==> config.mk <==
export PLATFORM = sky130hd
export DESIGN_NAME = icache_req_decode
export DESIGN_NICKNAME = d
export VERILOG_FILES = /design/src/hdl/icache_pkg.sv /design/src/hdl/icache_req_decode.sv
export SDC_FILE = /design/constraint.sdc
export NUM_CORES = 1
export LEC_CHECK = 0
export BUFFER_PORTS_ARGS = -buffer_cell sky130_fd_sc_hd__buf_2
export CAP_MARGIN = 20
export CORE_UTILIZATION = 37
export DETAILED_ROUTE_END_ITERATION = 12
export GPL_TIMING_DRIVEN = 1
export PLACE_DENSITY = 0.72
export REMOVE_ABC_BUFFERS = 1
export SLEW_MARGIN = 10
export SYNTH_ARGS = -nofsm -noshare
export SYNTH_HDL_FRONTEND = slang
export SYNTH_SLANG_ARGS = --single-unit
==> constraint.sdc <==
create_clock -name clk_i -period 1 [get_ports clk_i]
set_input_delay 0.05 -clock clk_i [delete_from_list [all_inputs] [get_ports clk_i]]
set_output_delay 0.05 -clock clk_i [all_outputs]
set_load 0.05 [all_outputs]
==> src/hdl/icache_pkg.sv <==
////////////////////
// geometry, address split and controller states of the instruction cache
// imported by every cache module and by the testbench
////////////////////

`default_nettype none

package icache_pkg;

  ////////////////////
  // word and address widths

  // physical fetch address
  localparam int unsigned addr_width     = 32;
  // one instruction word
  localparam int unsigned fetch_width    = 32;

  ////////////////////
  // cache geometry

  // four ways per set
  localparam int unsigned num_ways       = 4;
  localparam int unsigned way_width      = $clog2(num_ways);
  // lines held by each way
  localparam int unsigned num_sets       = 16;
  localparam int unsigned index_width    = $clog2(num_sets);
  // a line is refilled in a single beat
  localparam int unsigned line_width     = 128;
  localparam int unsigned words_per_line = line_width / fetch_width;
  // byte offset inside a line
  localparam int unsigned offset_width   = $clog2(line_width / 8);
  // whatever remains above index and offset
  localparam int unsigned tag_width      = addr_width - index_width - offset_width;

  ////////////////////
  // replacement

  // random way pick once a set is full
  localparam int unsigned  lfsr_width = 8;
  // any nonzero start value works
  localparam logic [7:0]   lfsr_seed  = 8'hA5;

  // controller states
  // FLUSH clears valid bits, IDLE waits for a fetch,
  // READ does the tag compare, MISS waits for the refill beat
  typedef enum logic [1:0] {
    FLUSH = 2'b00,
    IDLE  = 2'b01,
    READ  = 2'b10,
    MISS  = 2'b11
  } ctrl_state_e;

endpackage

`default_nettype wire

==> src/hdl/icache_req_decode.sv <==
////////////////////
// fetch address latch and tag/index/offset split
////////////////////

`timescale 1ns/1ps
`default_nettype none

module icache_req_decode import icache_pkg::*; (
  input  logic                               clk_i,
  input  logic                               rst_ni,
  // fetch accepted this cycle
  input  logic                               accept_i,
  input  logic [addr_width-1:0]              addr_i,
  output logic [tag_width-1:0]               tag_o,
  output logic [index_width-1:0]             index_o,
  output logic [$clog2(words_per_line)-1:0]  word_o,
  // line aligned refill address
  output logic [addr_width-1:0]              line_addr_o
);

  // fetches are word aligned, the low two bits are dropped
  logic [addr_width-1:2] addr_q;

  // latched on acceptance
  always_ff @(posedge clk_i or negedge rst_ni) begin : p_addr
    if (!rst_ni) begin
      addr_q <= '0;
    end else if (accept_i) begin
      addr_q <= addr_i[addr_width-1:2];
    end
  end

  // set index, taken straight from the port while accepting
  // so the arrays can be read in the acceptance cycle
  assign index_o = accept_i ? addr_i[offset_width +: index_width]
                            : addr_q[offset_width +: index_width];

  // tag for the compare in the following cycle, and for the refill write
  assign tag_o = addr_q[addr_width-1 -: tag_width];

  // word inside the line
  assign word_o = addr_q[offset_width-1:2];

  // refill requests always cover a whole line
  assign line_addr_o = {addr_q[addr_width-1:offset_width], {offset_width{1'b0}}};

endmodule

`default_nettype wire

==> flow_summary.json <==
{
  "arrival_ps": 1100,
  "worst-setup-path-type": "reg -> out",
  "overflow": 0,
  "drive_gt1_share_pct": 74.3,
  "reg.largest.list": "addr_q (30)",
  "antenna_cells": 0,
  "cts.htree.levels": 2,
  "cp-start-kind": "flop",
  "port_buffers": 90,
  "finalHoldViolations": 0,
  "dp_hpwl_um": 2310,
  "postLayoutCoreUtil_pct": 57.8,
  "via_per_inst": 4.43,
  "syn_area_um2": 1450,
  "cts_sinks": 30,
  "outcome": "finished with violations",
  "largest_reg_flops": 30,
  "cp_cell_sequence": "mux2_4 > buf_6",
  "regArea_um2": 751,
  "io-pin-count": 97,
  "cp_max_fo": 2,
  "post_drt_wl_per_cell_um": 14.3,
  "min_from": "addr_i[14]",
  "yosysSeqAreaShare_pct": 51.8,
  "root_buffer": "clkbuf_8",
  "synth_edf_count": 0,
  "violations": "setup timing",
  "area_growth_pct": 48.2,
  "finalClockSkew_ps": 0,
  "synth_cells": 92,
  "wl_um": 3250,
  "yosys-top-cells-count": "dfrtp_1 (30), mux2_4 (30), buf_4 (28)",
  "required_ps": 950,
  "die_h_um": 64.6,
  "hold_depth": 2,
  "max_flop_register": "addr_q",
  "slowest_stage": "dfrtp_1",
  "r2r_cells": 1,
  "dieArea_um2": 4170,
  "min_period_over_period_pct": 115,
  "rsz0062_at_grt": "true",
  "fmax_ghz": 0.867,
  "dpl_worst_slack_ps": 54.9,
  "synthFlopType": "dfrtp_1",
  "syn_area_per_cell_um2": 15.7,
  "synth_top_cell_area_share_pct": 51.8,
  "cts_tree": "built",
  "path_clk_slew_ps": 60,
  "p_leak_nw": 1.14,
  "clkLatencyLatePin_ps": 270,
  "remaining_drc_errors": 0,
  "irDropWorstVdd_uv": 723,
  "powerDensity_nw_per_um2": 1900,
  "cpPeakStageDelay_ps": 380,
  "grt_pass1_vias": 967,
  "crit_start": "addr_q[5]",
  "fp-row-count": 22,
  "yosys-top-cells-area": "dfrtp_1 (52%), mux2_4 (31%), buf_4 (15%)",
  "first_iter_violations": 36,
  "grt_pass1_wl_um": 4840,
  "coreArea_um2": 3720,
  "whs_endpoint": "addr_q[14]",
  "nets": 213,
  "cts_buffer_depth": 2,
  "multi_input_area_um2": 465,
  "num_vias": 1006,
  "antenna_found_initial": 0,
  "power_mw": 4.07,
  "drv_slew": 0,
  "finalCriticalPeriod_ps": 1150,
  "synth_cell_types": 5,
  "r2r_end": "addr_q[28]",
  "antenna_left": 0,
  "end_kind": "primary output",
  "critical_path_buf_inv_count": 1,
  "grt_max_degree": 19,
  "async_reset_ff_share_pct": 100,
  "timing.rr.start": "addr_q[28]",
  "fillers": 310,
  "regToRegSetupSlack_ps": 190,
  "gp_congestion": 0.621,
  "crit_family": "flip-flops",
  "ys_ff_latch": 30,
  "firstDrtPassIters": 3,
  "setup_viol": 5,
  "yosys_warnings": 0,
  "globalRouteTotalUtil_pct": 16.3,
  "cap_violations": 0,
  "initial_utilization_pct": 39.0,
  "cts_buffers": 5,
  "die_x_um": 64.6,
  "hold_path.class": "in -> reg",
  "synth_top_area_cell": "dfrtp_1",
  "fin_ws_ps": -154
}
[layout by cell type, fill, tap and decap left out]
cell type | netlist | final
clkbuf_4 | 0 | 28
buf_8 | 0 | 1
buf_4 | 28 | 7
clkinv_2 | 0 | 1
conb_1 | 1 | 4
clkbuf_1 | 0 | 1
clkbuf_8 | 0 | 6
buf_6 | 3 | 5
buf_12 | 0 | 4
buf_2 | 0 | 51
mux2_4 | 30 | 30
dlygate4sd3_1 | 0 | 11
dfrtp_1 | 30 | 30
[where the power goes]
group	switching (mW)	leakage (nW)	internal [mW]	total, mW
combinational	1.11	0.744	0.550	1.66
clock	0.420	0.0482	0.554	0.973
sequential	0.0955	0.351	1.34	1.43
total	1.63	1.14	2.44	4.07
[stage by stage]
step | area (µm²) | hold WS, ps | TNS [ps] | std cells
detailed placement | 1810 | -31.5 | 0 | 206
global route | 2150 | 1.10 | -885 | 227
floorplan | 1220 | -246 | -6770 | 64
finish | 2150 | 9.81 | -659 | 227
CTS | 2030 | 2.21 | -610 | 224
global placement | 1810 | -43.0 | 0 | 206
[final cells by class]
| cell class | count | share of cell area (%) |
|---|---|---|
| well taps | 48 | 2.80 |
| multi-input cells | 34 | 21.7 |
| clock buffers | 7 | 4.02 |
| repair buffers | 107 | 36.3 |
| flip-flops and latches | 30 | 35.0 |
| clock inverters | 1 | 0.233 |
[layer usage]
metal	track usage [%]	part of all wire, %
met5	0	0
met1	17.1	38
met2	29.3	54
met4	9.17	1.6
met3	4.23	5.6
[cell families (layout without fill, tap and decap cells)]
group                  after synthesis  after routing  synth area share [%]
DFF                                 30             30                  51.8
buffers and inverters               31            115                  16.8
other                                1              4                 0.259
muxes                               30             30                  31.1
[timing repair]
action                                 CTS  global route
setup endpoints to repair                6            36
gates cloned                             0             0
endpoints found under the hold margin   38             2
gates resized for setup                 12            38
hold buffers                             9             2
buffers inserted                         1             1
[how the worst max path moves through the flow]
stage | to | slack (ps) | cells past startpoint
6_report | index_o[1] | -150 | 2
3_5_place_dp | addr_q[17] | 50 | 4
5_1_grt | index_o[1] | -190 | 2
3_3_place_gp | addr_q[29] | 70 | 4
4_1_cts | index_o[1] | -160 | 2
2_1_floorplan | addr_q[10] | -260 | 1
Power figures use the tool's default switching activity.
