File: config.mk
export PLATFORM = sky130hd
export DESIGN_NAME = icache_hit_select
export DESIGN_NICKNAME = d
export VERILOG_FILES = /design/src/hdl/icache_pkg.sv /design/src/hdl/icache_hit_select.sv
export SDC_FILE = /design/constraint.sdc
export NUM_CORES = 1
export LEC_CHECK = 0
export ABC_AREA = 1
export ABC_CLOCK_PERIOD_IN_PS = 2100
export BUFFER_PORTS_ARGS = -buffer_cell sky130_fd_sc_hd__buf_2
export CAP_MARGIN = 20
export CORE_AREA = 10 10 307 309
export DETAILED_ROUTE_END_ITERATION = 8
export DIE_AREA = 0 0 317 319
export PLACE_DENSITY = 0.33
export SLEW_MARGIN = 10
export SYNTH_ARGS = -nofsm -noshare
export SYNTH_HDL_FRONTEND = slang
export SYNTH_SLANG_ARGS = --single-unit
File: constraint.sdc
create_clock -name vclk -period 2.1
set_input_delay 0 -clock vclk [all_inputs]
set_output_delay 0 -clock vclk [all_outputs]
set_load 0.02 [all_outputs]
File: src/hdl/icache_pkg.sv
////////////////////
// geometry, address split and controller states of the instruction cache
// imported by every cache module and by the testbench
////////////////////

`default_nettype none

package icache_pkg;

  ////////////////////
  // word and address widths

  // physical fetch address
  localparam int unsigned addr_width     = 32;
  // one instruction word
  localparam int unsigned fetch_width    = 32;

  ////////////////////
  // cache geometry

  // four ways per set
  localparam int unsigned num_ways       = 4;
  localparam int unsigned way_width      = $clog2(num_ways);
  // lines held by each way
  localparam int unsigned num_sets       = 16;
  localparam int unsigned index_width    = $clog2(num_sets);
  // a line is refilled in a single beat
  localparam int unsigned line_width     = 128;
  localparam int unsigned words_per_line = line_width / fetch_width;
  // byte offset inside a line
  localparam int unsigned offset_width   = $clog2(line_width / 8);
  // whatever remains above index and offset
  localparam int unsigned tag_width      = addr_width - index_width - offset_width;

  ////////////////////
  // replacement

  // random way pick once a set is full
  localparam int unsigned  lfsr_width = 8;
  // any nonzero start value works
  localparam logic [7:0]   lfsr_seed  = 8'hA5;

  // controller states
  // FLUSH clears valid bits, IDLE waits for a fetch,
  // READ does the tag compare, MISS waits for the refill beat
  typedef enum logic [1:0] {
    FLUSH = 2'b00,
    IDLE  = 2'b01,
    READ  = 2'b10,
    MISS  = 2'b11
  } ctrl_state_e;

endpackage

`default_nettype wire

File: src/hdl/icache_hit_select.sv
////////////////////
// tag compare, hit way and output word select
////////////////////

`timescale 1ns/1ps
`default_nettype none

module icache_hit_select import icache_pkg::*; (
  input  ctrl_state_e                          state_i,
  // latched request fields
  input  logic [tag_width-1:0]                 tag_i,
  input  logic [$clog2(words_per_line)-1:0]    word_i,
  // array read data
  input  logic [num_ways-1:0][tag_width-1:0]   tag_rd_i,
  input  logic [num_ways-1:0]                  valid_rd_i,
  input  logic [num_ways-1:0][line_width-1:0]  line_rd_i,
  // refill line from memory
  input  logic [line_width-1:0]                rtrn_line_i,
  output logic                                 hit_o,
  output logic [fetch_width-1:0]               data_o
);

  typedef logic [way_width-1:0] way_t;

  logic [num_ways-1:0]                   hit_vec;
  logic [num_ways-1:0][fetch_width-1:0]  way_word;
  logic [way_width-1:0]                  hit_way;

  // compare each way and pick the requested word from its line
  for (genvar w = 0; w < num_ways; w++) begin : gen_cmp
    assign hit_vec[w]  = valid_rd_i[w] && (tag_rd_i[w] == tag_i);
    assign way_word[w] = line_rd_i[w][word_i*fetch_width +: fetch_width];
  end

  assign hit_o = |hit_vec;

  // at most one way hits, lowest one wins anyway
  always_comb begin : p_hit_way
    hit_way = '0;
    for (int w = num_ways - 1; w >= 0; w--) begin
      if (hit_vec[w]) begin
        hit_way = way_t'(w);
      end
    end
  end

  // refill data bypasses the arrays during a miss
  always_comb begin : p_data
    if (state_i == MISS) begin
      data_o = rtrn_line_i[word_i*fetch_width +: fetch_width];
    end else begin
      data_o = way_word[hit_way];
    end
  end

endmodule

`default_nettype wire

==> results.md <==
* Core area at between 0.08 and 0.09 mm²
* Drt wl/cell at approximately 23 µm
* Power density cells at 198 mW/mm²
* Slew @ Worst Pin at around 0.55 ns
* Max-Cap Viols at 0
* Die Ht at 319 µm
* Register area share after synthesis at 0%
* GRT Total Usage at roughly 17%
* IO Port Bufs at 801
* Final hold vios at 0
* Area post-placement at 0.0157 mm²
* HPWL Detailed at between 80000 and 90000 µm
* Largest net degree at the start of global routing at 53
* Slowest CP cell: buf_4
* FP Rows at around 110
* FILL cells at between 10000 and 15000
* Worst path cell trace: buf_2 -> inv_2 -> or2_2 -> nand2_1 -> nor2_1 -> nand3_1 -> nor2_2 -> nand2_4 -> buf_4 -> nand2_4 -> nor2_4 -> buf_12 -> clkbuf_16 -> nand3_1 -> buf_4 -> nand2_1 -> nand2_1 -> nand2_1 -> buf_4
* Synth-to-layout area growth at 115%
* RSZ-0062 raised after global routing: yes
* Period utilization at 107%
* Yosys warnings at 0
* Violated checks: setup timing
* Gr ovfl total at 0
* Vias at 16500
* Met1 wire length at just under 40000 µm
* CP startpoint kind: input port
* Seq_cells at 0
* First-iteration detailed-routing DRC count at about 1200
* Post-place setup slack at -0.409 ns
* Top Layer Used: met5
* Crit path DAT at 2.25 ns
* Final ANT Viol Nets at 0
* Metal2 WL at 45500 µm
* Endpoints failing setup at 27
* Leak at slightly above 9 nW
* Synth area leaders: nand2_1, o21ai_0, nor2_1
* Slew HR at a little over three fifths
* Layout cell share with drive strength beyond 1 at just under 50%
* Placer Congestion at just over 0.9
* Hold Crit Start: rtrn_line_i[13]
* Die area at between 0.1 and 0.15 mm²
* TritonRoute pass-1 iters at 6
* Net count of the finished layout at ~3600
* Post-synthesis cell type count at 32
* Critical path endpoint category: output pin
* Global-route wire length before repair at 122000 µm
* Mapped Cells at roughly 1800
* Post-Synthesis Mean Instance Area at between 4 and 5 µm²
* Vias in the first global route at approximately 17000
* Worst Setup SP: tag_i[15]
* Tot Pwr at 3.57 mW
* Post-synth top area share at 21.5%
* Via density per instance at a little over 4
* Final slew viol count at 0
* CP most frequent cell: nand2_1
* Outcome: finished with violations
* Min-Delay Path Class: input port to output pin
* Crit path required time at between 2 and 2.5 ns
* CP peak stage delay at between 0.15 and 0.2 ns
* Die X at 317 µm
* Post-Route WL at 92500 µm
* Synth Cell Area at around 0.0084 mm²
* Initial antenna violation count at 21
* Initial core utilization at under 10%
* Post-route design area at about 0.018 mm²
* Max Freq at approximately 0.44 GHz
* Drt drc at 0
* Clock buf count at 0
* Register area at 0 µm²
* Io pins at 801
* Post-synth top area cell: nand2_1
* Tmin final at roughly 2.3 ns
* Crit Path Category: input port to output pin
* Met3 wire length at 6550 µm
* Max rail drop VDD at 0.0000911 V
* Post-layout util at 20.5%
* Critical-path maximum fanout at 6
* Final WS setup at -0.154 ns
* Post-Syn Nets at around 2600
[stage by stage]
stage                     setup TNS [ns]  hold slack, ns  std cells
after floorplan                        0           0.289       1841
after global placement            -12.11           0.510       3939
after detailed placement           -9.80           0.506       3939
after CTS                          -2.24           0.484       3963
after global routing               -5.11           0.520       3993
final                              -1.22           0.471       3994
[cell type report]
| class | instances | area, µm² | area share, % |
|---|---|---|---|
| multi-input combinational | 1516 | 8280 | 45.9 |
| antenna | 10 | 25.0 | 0.139 |
| timing repair buffer | 1117 | 7570 | 41.9 |
| tap | 1165 | 1460 | 8.08 |
| inverter | 186 | 722 | 4.00 |
[layout by cell type, fill, tap and decap left out, drive strengths merged, types with 6 or more instances in the layout]
cell type and instances:
xnor2 12, diode 10, o22ai 133, nor2 327, buf 1109, clkbuf 7
inv 184, or2 9, xor2 14, nand4 17, nor4 6, o2111ai 6
o21ai 266, a32o 32, nand3 158, nor3 10, a21oi 32, nand2 484
[Yosys cell counts]
master and instances:
o2111ai_1 6, nand2_2 3, o21ai_0 264, or2_2 7, clkinv_1 1, nor2_2 1, a32o_1 32, inv_2 15
nor4_1 6, nand3_1 158, clkbuf_1 95, nor2_1 326, a2111oi_0 3, a21oi_1 32, nand4_1 17, nand2_1 480
a211oi_1 1, a21boi_0 2, o22ai_1 133, buf_4 10, buf_6 1, buf_1 11, nor3b_1 2, xnor2_1 12
inv_1 170, nand3b_1 1, xor2_1 14, o21ai_1 2, a21boi_1 1, nor3_1 10, or2_1 2, buf_2 23
[path summary, 6_finish.rpt]
check / to / slack (ns) / cells after the start
min: data_o[13] / 0.47 / 6
max: data_o[6] / -0.15 / 19
[timing repair]
action,in CTS,in global routing
pin swaps,29,55
endpoints found under the setup margin,32,32
buffers inserted,16,21
hold buffers,0,0
gates resized for setup,157,273
endpoints found under the hold margin,0,0
cloned,9,7
[power by group]
part	internal, mW	leakage, nW	total (mW)	switching [mW]
clock	0.000000644	0.0000634	0.000000644	0
sequential	0	0	0	0
combinational	1.59	9.20	3.57	1.98
[routing by layer]
layer  global-route usage, %  vias up
li1                        -     8117
met5                   0.870        -
met2                    29.7      696
met3                    3.16       66
met1                    20.7     7628
met4                    1.88       18
[cells by family after synthesis]
group                     after synthesis  share of synthesized area (%)
buffers and inverters                 326                           15.5
and+or+nand+nor                      1013                           49.0
AOI/OAI and AO/OA                     476                           32.8
xor gates and xnor gates               26                           2.71
[worst max-delay path, delay by kind of cell]
kind                   cells  cell delay [ns]
AND/OR/NAND/NOR           12             1.24
buffers and inverters      7             1.01
Power figures use the tool's default switching activity.
