**src/hdl/icache_pkg.sv**
```systemverilog
////////////////////
// geometry, address split and controller states of the instruction cache
// imported by every cache module and by the testbench
////////////////////

`default_nettype none

package icache_pkg;

  ////////////////////
  // word and address widths

  // physical fetch address
  localparam int unsigned addr_width     = 32;
  // one instruction word
  localparam int unsigned fetch_width    = 32;

  ////////////////////
  // cache geometry

  // four ways per set
  localparam int unsigned num_ways       = 4;
  localparam int unsigned way_width      = $clog2(num_ways);
  // lines held by each way
  localparam int unsigned num_sets       = 16;
  localparam int unsigned index_width    = $clog2(num_sets);
  // a line is refilled in a single beat
  localparam int unsigned line_width     = 128;
  localparam int unsigned words_per_line = line_width / fetch_width;
  // byte offset inside a line
  localparam int unsigned offset_width   = $clog2(line_width / 8);
  // whatever remains above index and offset
  localparam int unsigned tag_width      = addr_width - index_width - offset_width;

  ////////////////////
  // replacement

  // random way pick once a set is full
  localparam int unsigned  lfsr_width = 8;
  // any nonzero start value works
  localparam logic [7:0]   lfsr_seed  = 8'hA5;

  // controller states
  // FLUSH clears valid bits, IDLE waits for a fetch,
  // READ does the tag compare, MISS waits for the refill beat
  typedef enum logic [1:0] {
    FLUSH = 2'b00,
    IDLE  = 2'b01,
    READ  = 2'b10,
    MISS  = 2'b11
  } ctrl_state_e;

endpackage

`default_nettype wire

```
**src/hdl/icache_ctrl.sv**
```systemverilog
////////////////////
// cache controller FSM with flush counter and memory request
////////////////////

`timescale 1ns/1ps
`default_nettype none

module icache_ctrl import icache_pkg::*; (
  input  logic                    clk_i,
  input  logic                    rst_ni,
  // fetch side
  input  logic                    req_i,
  input  logic                    flush_i,
  input  logic                    hit_i,
  output logic                    ready_o,
  output logic                    valid_o,
  // performance counter
  output logic                    miss_o,
  // memory side
  input  logic                    mem_ack_i,
  input  logic                    mem_rtrn_vld_i,
  output logic                    mem_req_o,
  // array control
  output logic                    rden_o,
  output logic                    wren_o,
  output logic                    flush_en_o,
  output logic [index_width-1:0]  flush_idx_o,
  output ctrl_state_e             state_o
);

  ctrl_state_e            state_d, state_q;
  logic                   flush_d, flush_q;
  logic [index_width-1:0] flush_cnt_d, flush_cnt_q;
  logic                   flush_done;

  ////////////////////
  // flush counter

  // one set per cycle, last set ends the flush
  assign flush_done  = (flush_cnt_q == index_width'(num_sets - 1));
  assign flush_cnt_d = !flush_en_o ? flush_cnt_q :
                       flush_done  ? '0          :
                                     flush_cnt_q + 1'b1;
  assign flush_idx_o = flush_cnt_q;

  ////////////////////
  // next state

  always_comb begin : p_fsm
    state_d    = state_q;
    // a flush request waits here until it can be taken
    flush_d    = flush_q | flush_i;
    flush_en_o = 1'b0;
    rden_o     = 1'b0;
    wren_o     = 1'b0;
    ready_o    = 1'b0;
    valid_o    = 1'b0;
    mem_req_o  = 1'b0;
    miss_o     = 1'b0;

    unique case (state_q)
      // clear valid bits, also after reset
      FLUSH: begin
        flush_en_o = 1'b1;
        if (flush_done) begin
          state_d = IDLE;
          flush_d = 1'b0;
        end
      end
      // pending flush goes first, else accept a fetch
      IDLE: begin
        if (flush_d) begin
          state_d = FLUSH;
        end else begin
          ready_o = 1'b1;
          if (req_i) begin
            rden_o  = 1'b1;
            state_d = READ;
          end
        end
      end
      // arrays are valid now, compare result decides
      READ: begin
        if (hit_i) begin
          valid_o = 1'b1;
          state_d = IDLE;
          if (flush_d) begin
            state_d = FLUSH;
          end else begin
            // back to back hits
            ready_o = 1'b1;
            if (req_i) begin
              rden_o  = 1'b1;
              state_d = READ;
            end
          end
        end else begin
          // hold the line request until memory takes it
          mem_req_o = 1'b1;
          if (mem_ack_i) begin
            miss_o  = 1'b1;
            state_d = MISS;
          end
        end
      end
      // refill beat returns the word and fills the line
      MISS: begin
        if (mem_rtrn_vld_i) begin
          valid_o = 1'b1;
          wren_o  = 1'b1;
          state_d = IDLE;
        end
      end
      default: begin
        state_d = FLUSH;
      end
    endcase
  end

  always_ff @(posedge clk_i or negedge rst_ni) begin : p_regs
    if (!rst_ni) begin
      state_q     <= FLUSH;
      flush_q     <= 1'b0;
      flush_cnt_q <= '0;
    end else begin
      state_q     <= state_d;
      flush_q     <= flush_d;
      flush_cnt_q <= flush_cnt_d;
    end
  end

  assign state_o = state_q;

endmodule

`default_nettype wire

```
**config.mk**
```make
export PLATFORM = sky130hd
export DESIGN_NAME = icache_ctrl
export DESIGN_NICKNAME = d
export VERILOG_FILES = /design/src/hdl/icache_pkg.sv /design/src/hdl/icache_ctrl.sv
export SDC_FILE = /design/constraint.sdc
export NUM_CORES = 1
export LEC_CHECK = 0
export BUFFER_PORTS_ARGS = -buffer_cell sky130_fd_sc_hd__buf_4
export CORE_AREA = 10 10 47 49
export CTS_BUF_LIST = sky130_fd_sc_hd__clkbuf_16
export CTS_CLUSTER_DIAMETER = 80
export DETAILED_ROUTE_END_ITERATION = 16
export DIE_AREA = 0 0 57 59
export PLACE_DENSITY = 0.69
export SYNTH_ARGS = -nofsm -noshare
export SYNTH_HDL_FRONTEND = slang
export SYNTH_SLANG_ARGS = --single-unit
```
**constraint.sdc**
```tcl
create_clock -name clk_i -period 1.8 [get_ports clk_i]
set_input_delay 0.18 -clock clk_i [delete_from_list [all_inputs] [get_ports clk_i]]
set_output_delay 0.18 -clock clk_i [all_outputs]
set_load 0.03 [all_outputs]
```
==> results by group <==
Status
  – Status: completed

GRT
  – Vias in the first global route: 432
  – Initial antenna violation count: 0
  – Total global-route track usage: 7.25%
  – Global-route wire length before repair: 1910 µm
  – Grt ovf: 0
  – Largest net degree at the start of global routing: 10

Clocking
  – CTS clock-pin slew for the worst setup and hold paths: 40 ps
  – Max Root-Sink Buffers: 2
  – Clock Tree Root: clkbuf_16
  – CTS tree: yes
  – Setup Fix Bufs, Post-CTS: 0
  – CTS Buf Count: 3
  – # H-tree levels: 1
  – CTS sink cnt: 7
  – Clk Latency, worst-skew pair: 230 ps
  – CTS Hold Bufs: 1
  – Post-cts sizing count: 0

Final layout
  – Fin util: 51.7%
  – Layout cells sized above 1: 43.8%
  – Layout overhead on the synthesized area: 55.2%
  – Nets: 86
  – Design area: 724 µm²
  – Layout Cells excl Fill: 89
  – ANT cells: 0

Logic synthesis
  – Seq/Total Area, Yosys: 37.5%
  – Synthesized instance count: 50
  – Ys Warns: 0
  – Mapped Nets: 62
  – Synth Register Bits: 7
  – Mean Syn Cell Area: 9.33 µm²
  – Post-Syn Area: 467 µm²
  – Cell variety after synth: 22

STA
  – Setup_tns: 0 ps
  – Fmax: 591 MHz
  – Relative slew margins: 77.1%
  – RSZ-0062 raised after global routing: false
  – Worst hold slack: 299 ps
  – Setup Skew: 4.20 ps
  – Final min period: 1690 ps
  – Hold Fails Final Rpt: 0
  – Setup ws final: 108 ps
  – Fin. max-slew vios: 0
  – Period utilization: 94.0%
  – Worst Tran Pin Value: 341 ps
  – Final setup fails: 0

Detailed routing
  – Routed wl met3: 52 µm
  – Avg WL per Cell: 13.8 µm
  – Pre-antenna DRT Iters: 4
  – WL final: 1220 µm
  – Drt via density: 4.94
  – DR iter-0 viols: 8
  – Met2 WL: 594 µm
  – Via Count: 440
  – Drt drc: 0
  – Antenna Nets Post-Route: 0
  – Highest metal used: met4
  – Metal-1 WL: 544 µm

Worst setup path
  – Critical Path Fanout Max: 5
  – Cell at the slowest stage of the critical path: dfrtp_2
  – Cell count along the critical path: 6
  – R2r endpoint: state_o[0]
  – Critical Path End Type: output port
  – WP data required: 1620 ps
  – Worst reg2reg path startpoint: state_o[0]
  – CP bufs+invs: 2
  – Delay-heaviest family, CP: flip-flops
  – Worst setup startpoint: state_o[0]
  – Critical path class: reg2out
  – Type of origin of the critical path: flop
  – Cell chain of the critical path: inv_1, ha_1, a21oi_1, nor2_2, and2_1, buf_4
  – R2R Setup Slk: 150 ps
  – CP arrival: 1510 ps
  – Reg2Reg Depth: 6
  – Slowest cell delay on critical path: 390 ps
  – Worst Setup EP: rden_o

Pwr
  – Design Power: 1.25 mW
  – Comb pwr share: 45.4%
  – Switching part of the total: 39.8%
  – Internal power: 752 µW
  – Sw power: 498 µW
  – Clock share of power: 29.7%
  – Power Density: 1730 mW/mm²
  – VDD IR max: 931 µV
  – Flop pwr share: 24.9%
  – P_leak: 0.346 nW

Die
  – Die width: 57 µm
  – Die height: 59 µm
  – Core area: 0.00140 mm²
  – Initial Util: 33.3%
  – Full die area: 0.00336 mm²
  – I/O Pins: 20
  – Row cnt: 14

Worst hold path
  – Hold Path Class: in2async

Place
  – Placed cell count: 84
  – Post-place setup slack: 169 ps
  – Detailed Place HPWL: 971 µm
  – Final Wtd Congestion: 0.817
  – DP Area: 636 µm²
  – IO Port Bufs: 19

Job
  – Max-cap check violation count: 0
==> power groups by stage <==
stage	Clock, mW	Sequential, mW	Combinational [mW]
after floorplan	0	0.408	0.286
after global placement	0	0.305	0.564
after detailed placement	0	0.312	0.572
after CTS	0.376	0.311	0.576
after global routing	0.389	0.322	0.617
final	0.372	0.311	0.567
==> cells in the final DEF, fill, tap and decap left out <==
cell           netlist  routed
a21oi_1              3       3
a221oi_2             1       1
a2bb2oi_1            1       1
a41oi_1              1       1
and2_1               2       2
buf_4                0      19
clkbuf_16            0       3
dfrtp_1              7       5
dfrtp_2              0       2
dlygate4sd3_1        0       1
ha_1                 5       4
ha_2                 0       1
inv_1                5       6
inv_2                1       1
mux2_1               1       1
mux2_2               1       1
mux2i_1              1       1
nand2_1              6       6
nand3_1              1       1
nand3_2              1       1
nand4_1              1       1
nor2_1               3       1
nor2_2               0       2
nor3_1               2       2
o21ai_0              4       4
o32ai_2              1       1
xnor2_1              1       1
==> final cells by class <==
cell class | instances | area (µm²)
Sequential cell | 7 | 178
Fill cell | 137 | 677
Inverter | 6 | 22.5
Timing Repair Buffer | 20 | 153
Clock inverter | 1 | 3.75
Clock buffer | 3 | 75.1
Tap cell | 16 | 20.0
Multi-Input combinational cell | 36 | 273
==> flip-flops by register name, summed over array words and instances (netlist names) <==
signal and count:
state_o 2, flush_q 1, flush_idx_o 4
==> per-layer routing <==
layer / GRT usage (%) / up-vias
met3: 3.43 / 4
met5: 0 / -
met4: 4.70 / 0
met2: 11.8 / 13
li1: - / 219
met1: 7.32 / 204
==> cells by family (layout without fill, tap and decap cells) <==
logic type	after synthesis	after routing	share of synthesized area [%]
buffers and inverters	7	30	5.63
and+or+nand+nor	16	16	16.6
xor gates and xnor gates	1	1	1.88
DFF	7	7	37.5
adders and majority gates	5	5	13.4
AOI/OAI and AO/OA	11	11	18.0
muxes	3	3	6.97
==> synth_stat cells <==
| master | count | area share [%] |
|---|---|---|
| and2_1 | 2 | 2.7 |
| nand4_1 | 1 | 1.3 |
| inv_1 | 5 | 4.0 |
| nand3_2 | 1 | 2.1 |
| xnor2_1 | 1 | 1.9 |
| o21ai_0 | 4 | 4.3 |
| nand3_1 | 1 | 1.1 |
| ha_1 | 5 | 13 |
| a221oi_2 | 1 | 3.2 |
| nor2_1 | 3 | 2.4 |
| a2bb2oi_1 | 1 | 1.9 |
| a21oi_1 | 3 | 3.2 |
| nor3_1 | 2 | 2.1 |
| o32ai_2 | 1 | 3.5 |
| mux2_1 | 1 | 2.4 |
| mux2i_1 | 1 | 2.1 |
| nand2_1 | 6 | 4.8 |
| clkbuf_1 | 1 | 0.80 |
| a41oi_1 | 1 | 1.9 |
| mux2_2 | 1 | 2.4 |
| dfrtp_1 | 7 | 38 |
| inv_2 | 1 | 0.80 |
==> worst min-delay path by stage <==
| stage | from | endpoint | slack (ps) | cells after the start |
|---|---|---|---|---|
| detailed placement | rst_ni | flush_idx_o[3] | -2 | 1 |
| finish | rst_ni | flush_idx_o[3] | 300 | 2 |
| CTS | rst_ni | flush_idx_o[3] | 300 | 2 |
| global placement | rst_ni | flush_idx_o[3] | -2 | 1 |
| global route | rst_ni | flush_idx_o[3] | 310 | 2 |
| floorplan | rst_ni | flush_idx_o[0] | -120 | 0 |
(Power assumes the default switching activity.)
